**config.mk**
```make
export PLATFORM = sky130hd
export DESIGN_NAME = branch_exec_top
export DESIGN_NICKNAME = d
export VERILOG_FILES = /design/src/branch_pkg.sv /design/src/branch_compare_stage.sv /design/src/branch_exec_top.sv /design/src/branch_issue_stage.sv /design/src/branch_resolve_stage.sv
export SDC_FILE = /design/constraint.sdc
export NUM_CORES = 1
export LEC_CHECK = 0
export BUFFER_PORTS_ARGS = -buffer_cell sky130_fd_sc_hd__buf_2
export CAP_MARGIN = 10
export CORE_MARGIN = 3
export CORE_UTILIZATION = 40
export DETAILED_ROUTE_END_ITERATION = 10
export GPL_ROUTABILITY_DRIVEN = 0
export PLACE_DENSITY = 0.66
export SLEW_MARGIN = 30
export SYNTH_ARGS = -nofsm -noshare
export SYNTH_HDL_FRONTEND = slang
export SYNTH_SLANG_ARGS = --single-unit
```
**constraint.sdc**
```tcl
create_clock -name clk_i -period 4 [get_ports clk_i]
set_input_delay 0.6 -clock clk_i [delete_from_list [all_inputs] [get_ports clk_i]]
set_output_delay 0.6 -clock clk_i [all_outputs]
set_load 0.01 [all_outputs]
```
**src/branch_pkg.sv**
```systemverilog
// ********************
// Shared widths, encodings and stage structs for the branch pipeline
// Every pipeline file refers to these by scoped name
// ********************
package branch_pkg;

    // Register and address width
    localparam int unsigned XLEN = 32;
    // No compressed instructions, so every instruction is one word
    localparam int unsigned INSTR_BYTES = 4;
    // Width of the exception cause field
    localparam int unsigned CAUSE_W = 4;
    // Instruction address misaligned cause code
    localparam logic [CAUSE_W-1:0] EXC_INSTR_ADDR_MISALIGNED = 4'd0;

    // One machine word
    typedef logic [XLEN-1:0] xlen_t;

    // Branch encodings follow funct3, jumps fill the two unused codes
    typedef enum logic [2:0] {
        OP_BEQ  = 3'b000,
        OP_BNE  = 3'b001,
        OP_JAL  = 3'b010,
        OP_JALR = 3'b011,
        OP_BLT  = 3'b100,
        OP_BGE  = 3'b101,
        OP_BLTU = 3'b110,
        OP_BGEU = 3'b111
    } branch_op_e;

    // Control-flow type as seen by the predictor
    typedef enum logic [2:0] {
        CF_NONE   = 3'd0,
        CF_BRANCH = 3'd1,
        CF_JUMP   = 3'd2,
        CF_JUMPR  = 3'd3,
        CF_RETURN = 3'd4
    } cf_type_e;

    // Operation entering the pipeline, imm already sign-extended
    typedef struct packed {
        logic       valid;
        branch_op_e op;
        xlen_t      pc;
        xlen_t      operand_a;
        xlen_t      operand_b;
        xlen_t      imm;
        cf_type_e   pred_cf;
        xlen_t      pred_target;
    } branch_req_t;

    // Request plus the decoded class flags
    typedef struct packed {
        branch_req_t req;
        logic        is_cond;
        logic        is_jalr;
    } branch_issued_t;

    // Condition result and the two candidate addresses
    typedef struct packed {
        logic     valid;
        xlen_t    pc;
        logic     is_cond;
        logic     is_jalr;
        logic     cond_true;
        xlen_t    target;
        xlen_t    link;
        cf_type_e pred_cf;
        xlen_t    pred_target;
    } branch_computed_t;

    // Resolution sent back to the front end
    typedef struct packed {
        logic     valid;
        xlen_t    pc;
        xlen_t    target;
        logic     is_taken;
        logic     is_mispredict;
        cf_type_e cf_type;
    } branch_resolved_t;

    // Exception report, tval holds the faulting pc
    typedef struct packed {
        logic               valid;
        logic [CAUSE_W-1:0] cause;
        xlen_t              tval;
    } branch_exc_t;

    // Link value for the register file
    typedef struct packed {
        logic  valid;
        xlen_t link;
    } branch_wb_t;

endpackage

```
**src/branch_compare_stage.sv**
```systemverilog
// ********************
// Second pipeline stage of the branch path
// Evaluates the branch condition and forms target and link addresses
// ********************
module branch_compare_stage (
    // Core clock
    input  logic                         clk_i,
    // Synchronous reset, active high
    input  logic                         reset_i,
    // Classified operation from the issue stage
    input  branch_pkg::branch_issued_t   issued_i,
    // Registered condition and addresses
    output branch_pkg::branch_computed_t computed_o
);

    // Comparison results
    logic cmp_eq;
    logic cmp_lt_s;
    logic cmp_lt_u;
    logic cond_true;

    // Address arithmetic
    branch_pkg::xlen_t jump_base;
    branch_pkg::xlen_t target;
    branch_pkg::xlen_t link;

    branch_pkg::branch_computed_t computed_d;

    // One equality and two magnitude compares cover all six conditions
    assign cmp_eq   = issued_i.req.operand_a == issued_i.req.operand_b;
    assign cmp_lt_s = $signed(issued_i.req.operand_a) < $signed(issued_i.req.operand_b);
    assign cmp_lt_u = issued_i.req.operand_a < issued_i.req.operand_b;

    // Pick the compare the operation asks for
    always_comb begin
        case (issued_i.req.op)
            branch_pkg::OP_BEQ:  cond_true = cmp_eq;
            branch_pkg::OP_BNE:  cond_true = !cmp_eq;
            branch_pkg::OP_BLT:  cond_true = cmp_lt_s;
            branch_pkg::OP_BGE:  cond_true = !cmp_lt_s;
            branch_pkg::OP_BLTU: cond_true = cmp_lt_u;
            branch_pkg::OP_BGEU: cond_true = !cmp_lt_u;
            // Jumps ignore the condition
            default:             cond_true = 1'b0;
        endcase
    end

    // JALR jumps relative to rs1, everything else relative to pc
    assign jump_base = issued_i.is_jalr ? issued_i.req.operand_a : issued_i.req.pc;

    always_comb begin
        target = jump_base + issued_i.req.imm;
        // JALR drops the lowest bit of the sum
        if (issued_i.is_jalr) begin
            target[0] = 1'b0;
        end
    end

    // Return address, always one full instruction ahead
    assign link = issued_i.req.pc + branch_pkg::xlen_t'(branch_pkg::INSTR_BYTES);

    always_comb begin
        computed_d.valid       = issued_i.req.valid;
        computed_d.pc          = issued_i.req.pc;
        computed_d.is_cond     = issued_i.is_cond;
        computed_d.is_jalr     = issued_i.is_jalr;
        computed_d.cond_true   = cond_true;
        computed_d.target      = target;
        computed_d.link        = link;
        // Prediction rides along for the resolve stage
        computed_d.pred_cf     = issued_i.req.pred_cf;
        computed_d.pred_target = issued_i.req.pred_target;
    end

    // Stage register, valid cleared on reset
    always_ff @(posedge clk_i) begin
        computed_o <= computed_d;
        if (reset_i) begin
            computed_o.valid <= 1'b0;
        end
    end

endmodule

```
**src/branch_exec_top.sv**
```systemverilog
// ********************
// Top of the branch execution path
// Issue, compare and resolve in a chain, three cycles from request to result
// ********************
module branch_exec_top (
    // Core clock
    input  logic                         clk_i,
    // Synchronous reset, active high
    input  logic                         reset_i,
    // Branch or jump from the issue logic, one per cycle
    input  branch_pkg::branch_req_t      req_i,
    // Resolution for the front end
    output branch_pkg::branch_resolved_t resolved_o,
    // Link writeback
    output branch_pkg::branch_wb_t       wb_o,
    // Misaligned target exception
    output branch_pkg::branch_exc_t      exc_o
);

    // Stage-to-stage registers
    branch_pkg::branch_issued_t   issued;
    branch_pkg::branch_computed_t computed;

    // Decode into classes
    branch_issue_stage u_issue (
        .clk_i    (clk_i),
        .reset_i  (reset_i),
        .req_i    (req_i),
        .issued_o (issued)
    );

    // Condition and addresses
    branch_compare_stage u_compare (
        .clk_i      (clk_i),
        .reset_i    (reset_i),
        .issued_i   (issued),
        .computed_o (computed)
    );

    // Prediction check and exception
    branch_resolve_stage u_resolve (
        .clk_i      (clk_i),
        .reset_i    (reset_i),
        .computed_i (computed),
        .resolved_o (resolved_o),
        .wb_o       (wb_o),
        .exc_o      (exc_o)
    );

endmodule

```
**src/branch_issue_stage.sv**
```systemverilog
// ********************
// First pipeline stage of the branch path
// Registers the request and sorts it into branch, jump or register jump
// ********************
module branch_issue_stage (
    // Core clock
    input  logic                       clk_i,
    // Synchronous reset, active high
    input  logic                       reset_i,
    // Incoming operation, qualified by its valid bit
    input  branch_pkg::branch_req_t    req_i,
    // Registered operation with class flags
    output branch_pkg::branch_issued_t issued_o
);

    branch_pkg::branch_issued_t issued_d;

    // Only decode of the opcode into classes
    always_comb begin
        issued_d.req     = req_i;
        issued_d.is_cond = 1'b0;
        issued_d.is_jalr = 1'b0;
        case (req_i.op)
            // Six compare-and-branch forms
            branch_pkg::OP_BEQ,
            branch_pkg::OP_BNE,
            branch_pkg::OP_BLT,
            branch_pkg::OP_BGE,
            branch_pkg::OP_BLTU,
            branch_pkg::OP_BGEU: begin
                issued_d.is_cond = 1'b1;
            end
            // Register-indirect jump
            branch_pkg::OP_JALR: begin
                issued_d.is_jalr = 1'b1;
            end
            // JAL leaves both flags clear
            default: begin
                issued_d.is_cond = 1'b0;
                issued_d.is_jalr = 1'b0;
            end
        endcase
    end

    // Stage register
    // Payload free-runs, only the valid bit is cleared by reset
    always_ff @(posedge clk_i) begin
        issued_o <= issued_d;
        if (reset_i) begin
            issued_o.req.valid <= 1'b0;
        end
    end

endmodule

```
**src/branch_resolve_stage.sv**
```systemverilog
// ********************
// Last pipeline stage of the branch path
// Checks the outcome against the prediction and raises misalignment
// Drives resolution, link writeback and exception to the core
// ********************
module branch_resolve_stage (
    // Core clock
    input  logic                         clk_i,
    // Synchronous reset, active high
    input  logic                         reset_i,
    // Condition and addresses from the compare stage
    input  branch_pkg::branch_computed_t computed_i,
    // Resolution for the front end
    output branch_pkg::branch_resolved_t resolved_o,
    // Link writeback
    output branch_pkg::branch_wb_t       wb_o,
    // Misaligned target exception
    output branch_pkg::branch_exc_t      exc_o
);

    logic                 is_taken;
    logic                 is_mispredict;
    logic                 misaligned;
    branch_pkg::cf_type_e cf_type;
    branch_pkg::xlen_t    next_pc;

    branch_pkg::branch_resolved_t resolved_d;
    branch_pkg::branch_wb_t       wb_d;
    branch_pkg::branch_exc_t      exc_d;

    // Jumps are always taken
    assign is_taken = computed_i.is_cond ? computed_i.cond_true : 1'b1;

    // Fall through to the link when not taken
    assign next_pc = is_taken ? computed_i.target : computed_i.link;

    // Prediction check and predictor update type
    always_comb begin
        // JAL keeps whatever the front end predicted
        cf_type       = computed_i.pred_cf;
        is_mispredict = 1'b0;
        if (computed_i.is_cond) begin
            // Predictor learns every conditional branch
            cf_type       = branch_pkg::CF_BRANCH;
            is_mispredict = is_taken != (computed_i.pred_cf == branch_pkg::CF_BRANCH);
        end else if (computed_i.is_jalr) begin
            // No prediction at all, or a wrong target
            if (computed_i.pred_cf == branch_pkg::CF_NONE ||
                computed_i.target != computed_i.pred_target) begin
                is_mispredict = 1'b1;
                // Returns stay with the return stack, not the BTB
                if (computed_i.pred_cf != branch_pkg::CF_RETURN) begin
                    cf_type = branch_pkg::CF_JUMPR;
                end
            end
        end
    end

    // Any low address bit set within one instruction word
    assign misaligned =
        |(computed_i.target & branch_pkg::xlen_t'(branch_pkg::INSTR_BYTES - 1));

    always_comb begin
        resolved_d.valid         = computed_i.valid;
        resolved_d.pc            = computed_i.pc;
        resolved_d.target        = next_pc;
        resolved_d.is_taken      = is_taken;
        resolved_d.is_mispredict = is_mispredict;
        resolved_d.cf_type       = cf_type;

        // Link goes out for every operation, the core drops it for branches
        wb_d.valid = computed_i.valid;
        wb_d.link  = computed_i.link;

        // Only a taken target can fault
        exc_d.valid = computed_i.valid && is_taken && misaligned;
        exc_d.cause = branch_pkg::EXC_INSTR_ADDR_MISALIGNED;
        exc_d.tval  = computed_i.pc;
    end

    // Output registers
    // One-cycle pulses, there is no way to stall the consumer
    always_ff @(posedge clk_i) begin
        resolved_o <= resolved_d;
        wb_o       <= wb_d;
        exc_o      <= exc_d;
        if (reset_i) begin
            resolved_o.valid <= 1'b0;
            wb_o.valid       <= 1'b0;
            exc_o.valid      <= 1'b0;
        end
    end

endmodule

```
# After elaboration in Yosys (flattened, before gate mapping)
# Cells that the tools add are included.
# totals
register_bits	407
elab_cells	71
n_memories	0
latch_bits	0
out_inout_bits	140
input_bits	169
mem_bits_ro	0
ram_bits	0
# op_classes
multipliers	0
n_eq_ne	16
n_addsub	2
order_cmp	2
n_mux	12
n_bitwise	0
n_shift	0
reduce_logical	11
div	0
# ops
op	n
< comparator 32 bit	2
2-to-1 mux 32 bit	2
adder 32 x 3 -> 32 bit, second input constant	1
adder 32 bit	1
== test 32 bit	1
inequality test 32 bit	1
== test 3 bit, second input constant	8
== test 3 x 1 -> 1 bit, second input constant	3
zero test 3 bit	3
2-to-1 mux 3 bit	3
2-to-1 mux 1 bit	6
case mux 1 bit (6 select lines)	1
OR reduction 6 bit	1
== test 3 x 2 -> 1 bit, second input constant	1
zero test 1 bit	3
inequality test 3 bit, second input constant	1
logical AND 1 bit	2
OR reduction 2 bit	1
logical OR 1 bit	1
inequality test 1 bit	1

# Logic depth before layout (Yosys ltp)
# depth
word_depth	5
mapped_depth	14
ltp_nobuf	12

# By module
# A second synthesis with hierarchy kept.
# hier_totals
hier_cells	1013
hier_area_um2	12692.2
# by_module_without_submodules
mod	seq_area_each_um2	area_each_um2	instances	cells_per_inst
branch_compare_stage	2662.6	6063.3	1	600
branch_issue_stage	3383.2	3404.5	1	172
branch_resolve_stage	2062.0	3224.3	1	241

# Worst setup path before layout
# OpenSTA, ideal clock, no wires.
# synth_path
kind	reg-to-reg
from	register u_issue.issued_o[0] (netlist bit)
to	register u_compare.computed_o[88] (netlist bit)
arrival_time_ps	3121
path_buffers	2
stages_incl_launch_ff	13
period_less_slack_ps	3243
setup_time_ps	122
path_slack_ps	757
t_required_ps	3878
path_cell_list	dfxtp_1 clkbuf_1 buf_1 mux2i_1 inv_1 ha_1 a211oi_1 nor2_1 o21ai_0 o21ai_2 a21boi_0 o31ai_1 o311a_1
# synth_lines
element	line_no	source
from (decl)	branch_issue_stage.sv:13	output branch_pkg::branch_issued_t issued_o
from (signal assigned)	branch_issue_stage.sv:48	issued_o <= issued_d;
to (signal assigned)	branch_compare_stage.sv:77	computed_o <= computed_d;
to (decl)	branch_compare_stage.sv:13	output branch_pkg::branch_computed_t computed_o

==> flow_summary_export.csv <==
group,metric,value,unit
outcome,status,"finished clean",
timing,worstMarginPinSlew,0.696,ns
synthesis,synthXorXnorAreaFrac,6.09,%
global_routing,grt_pass1_wl,44100,um
job,max_cap_violations,0,
setup_path,cp-start-kind,"flop",
place,place_area,14400,sq um
drt,vias,7941,
cts,root_buffer,"clkbuf_16",
timing,fin_skew,0.0192,ns
cts,ctsHoldBuffers,0,
floorplan,initial_core_util,41.0,%
cts,cts.repair.resized,0,
synthesis,synth_area,12700,sq um
timing,period_needed,3.64,ns
timing,min_period_over_period,91.1,%
power_and_ir_drop,leakagePower,7.30,nW
power_and_ir_drop,powerDensity,598,nW/um^2
min_path,min-delay-path-class,"primary input to flop",
drt,via_per_inst,4.57,
synthesis,synth_compound_area_share,6.94,%
synthesis,ys_seq_area_share,63.7,%
cts,cts_max_path_buffers,3,
synthesis,synth_area_per_cell,12.5,sq um
setup_path,r2r_cells,11,
drt,wirelength,29600,um
synthesis,yosys.area.top_type_share,63.7,%
setup_path,path_max_fanout,18,
finish,areaGrowthSynthToFinish,24.6,%
setup_path,r2r_slack,0.36,ns
synthesis,synth_largest_area_cell,"dfxtp_1",
min_path,whs_endpoint,"u_issue.issued_o[140]",
floorplan,core_area,30900,sq um
drt,wl_per_cell,17.0,um
synthesis,yosys.area_share.simple,6.58,%
global_routing,antenna_found_initial,6,
drt,first_iter_violations,343,
setup_path,rr_endpoint,"u_compare.computed_o[98]",
timing,slew_viol_final,0,
timing,fin_tns_setup,0,ns
cts,cts_tree,"done",
synthesis,synth_top_family_by_area,"compound AO/OA/AOI/OAI gates",
setup_path,regToRegStartpoint,"u_issue.issued_o[0]",
synthesis,synth_area_leaders,"dfxtp_1, ha_1, mux2_2",
place,numPortBuffers,304,
timing,max_freq,274,MHz
cts,clock_sinks,403,
floorplan,die_w,184,um
cts,cts_buffers,41,
cts,post_cts_buffers,0,
global_routing,grt_overflow,0,
synthesis,yosys-mux-area-fraction,5.90,%
global_routing,grt_pass1_vias,8044,
drt,drc,0,
finish,final_nets,1544,
synthesis,synthCells,1009,
floorplan,rows,64,
drt,postRouteAntennaNets,0,
finish,utilization,51.0,%
timing,slew_headroom,53.2,%
global_routing,grt_max_degree,30,
setup_path,end_kind,"flop",
synthesis,ys_warn_count,0,
synthesis,async_flop_share,0,%
floorplan,top_level_ports,309,
cts,cts.clk_slew.worst_paths,0.06,ns
min_path,min_from,"req_i[138]",
synthesis,ys_dominant_reg_cell,"dfxtp_1",
setup_path,arrival,4.08,ns
finish,final_area,15800,sq um
power_and_ir_drop,ir_drop,0.348,mV
synthesis,synth_edf_count,0,
floorplan,die_h,184,um
timing,rsz0062_at_grt,"false",
synthesis,ys_seq_elements,403,
cts,h-tree-depth,2,
finish,drive_gt1_share,34.3,%
setup_path,worstPathRequired,4.44,ns
place,hpwl,22600,um
timing,hold_viol_final,0,
drt,dr.pass1.iters,4,
global_routing,grt_usage,16.9,%
floorplan,die_area,33800,sq um
synthesis,synth_adder_area_share,6.48,%
synthesis,ys_types,67,
min_path,hold-path-cell-count,1,
timing,setup_violations,0,
setup_path,critPathKind,"flop to flop",
cts,clkLatencyLatePin,0.52,ns
placed cells by master (no fill, tap or decap), drive strengths merged, types with 6 or more instances in the layout:
cell type and n:
xor2 49, clkbuf 53, o31ai 8, nor2 36
mux2i 6, xnor2 39, dfxtp 403, nor3 8
nor4 10, ha 64, buf 308, clkinv 9
inv 51, nand2 28, a21o 29, o21ai 19
nor2b 8, mux2 61, nand4 18, nand3 20
and3 6, a21oi 33
cell usage after synthesis, drive strengths merged (3+ instances only):
cell / count
and4: 4
buf: 43
a211oi: 3
xnor2: 39
o21ai: 19
nor3: 8
and2: 5
and3: 6
or2: 3
xor2: 49
a21o: 29
a21oi: 33
inv: 47
nand2b: 5
nand3: 20
ha: 64
nor4: 10
nand4: 18
nand2: 28
nor2: 36
nor2b: 8
dfxtp: 403
mux2: 61
o31ai: 8
o21bai: 3
a31oi: 4
clkbuf: 9
o21a: 5
or3: 3
mux2i: 6
how the worst max path moves through the flow:
stage | from | to | slack (ns) | cells after the start
5_1_grt | u_issue.issued_o[0] | u_compare.computed_o[98] | 0.04 | 11
3_3_place_gp | u_issue.issued_o[0] | u_compare.computed_o[98] | 0.55 | 11
4_1_cts | u_issue.issued_o[0] | u_compare.computed_o[98] | 0.34 | 11
2_1_floorplan | u_issue.issued_o[0] | u_compare.computed_o[88] | 0.76 | 12
6_report | u_issue.issued_o[0] | u_compare.computed_o[98] | 0.36 | 11
3_5_place_dp | u_issue.issued_o[0] | u_compare.computed_o[98] | 0.39 | 11
report_power, final:
group          internal, W  total (W)  leakage, nW  switching, W
sequential         0.00437    0.00459         3.40      0.000219
combinational     0.000485   0.000988         3.22      0.000503
clock              0.00233    0.00386        0.682       0.00153
cells by family after synthesis:
logic type | count (synthesis)
flip-flops | 403
adder cells (fa/ha/maj) | 65
buffers and inverters | 100
XOR/XNOR | 88
other | 1
AO/OA/AOI/OAI | 125
multiplexers | 67
AND/OR/NAND/NOR | 160
state kept, by name (all words and copies together) (netlist names):
register / flops
u_resolve.exc_o: 1
u_issue.issued_o: 169
u_resolve.resolved_o: 70
u_resolve.wb_o: 30
u_compare.computed_o: 133
through the flow:
stage          setup WS, ns  hold WS [ns]  total power, W  cells
2_1_floorplan         0.757         0.310         0.00523   1012
3_3_place_gp          0.554         0.310         0.00566   1663
3_5_place_dp          0.389         0.312         0.00567   1663
4_1_cts               0.337         0.152         0.00953   1736
5_1_grt              0.0415         0.151         0.00983   1738
6_report              0.356         0.175         0.00944   1738
area by class of cell:
class                           instances  area [sq um]
Clock buffer                           53          1160
Timing Repair Buffer                  308          1560
Inverter                               47           176
Tap cell                              396           495
Fill cell                            2738         15100
Antenna cell                            2          5.00
Clock inverter                         20           230
Multi-Input combinational cell        509          4070
Sequential cell                       403          8070
layer usage:
| metal | global-route usage (%) | part of all wire, % | vias up | routed length (um) |
|---|---|---|---|---|
| met1 | 21.9 | 44 | 3607 | 13100 |
| met2 | 27.7 | 46 | 261 | 13500 |
| met4 | 4.96 | 2.5 | 8 | 750 |
| met5 | 0 | 0.17 | - | 49 |
| li1 | - | - | 4006 | - |
| met3 | 4.63 | 7.3 | 59 | 2150 |
worst max-delay path, cell delays in order (launching register included):
cell,delay [ns]
dfxtp_2,0.66
mux2i_1,0.38
inv_1,0.08
ha_1,0.30
a211oi_1,0.25
nor2_1,0.11
o21ai_0,0.51
o21ai_2,0.22
a311oi_1,0.55
o31ai_1,0.17
a21oi_1,0.20
xnor2_1,0.13
No activity file was read; power rests on OpenSTA's default activity.
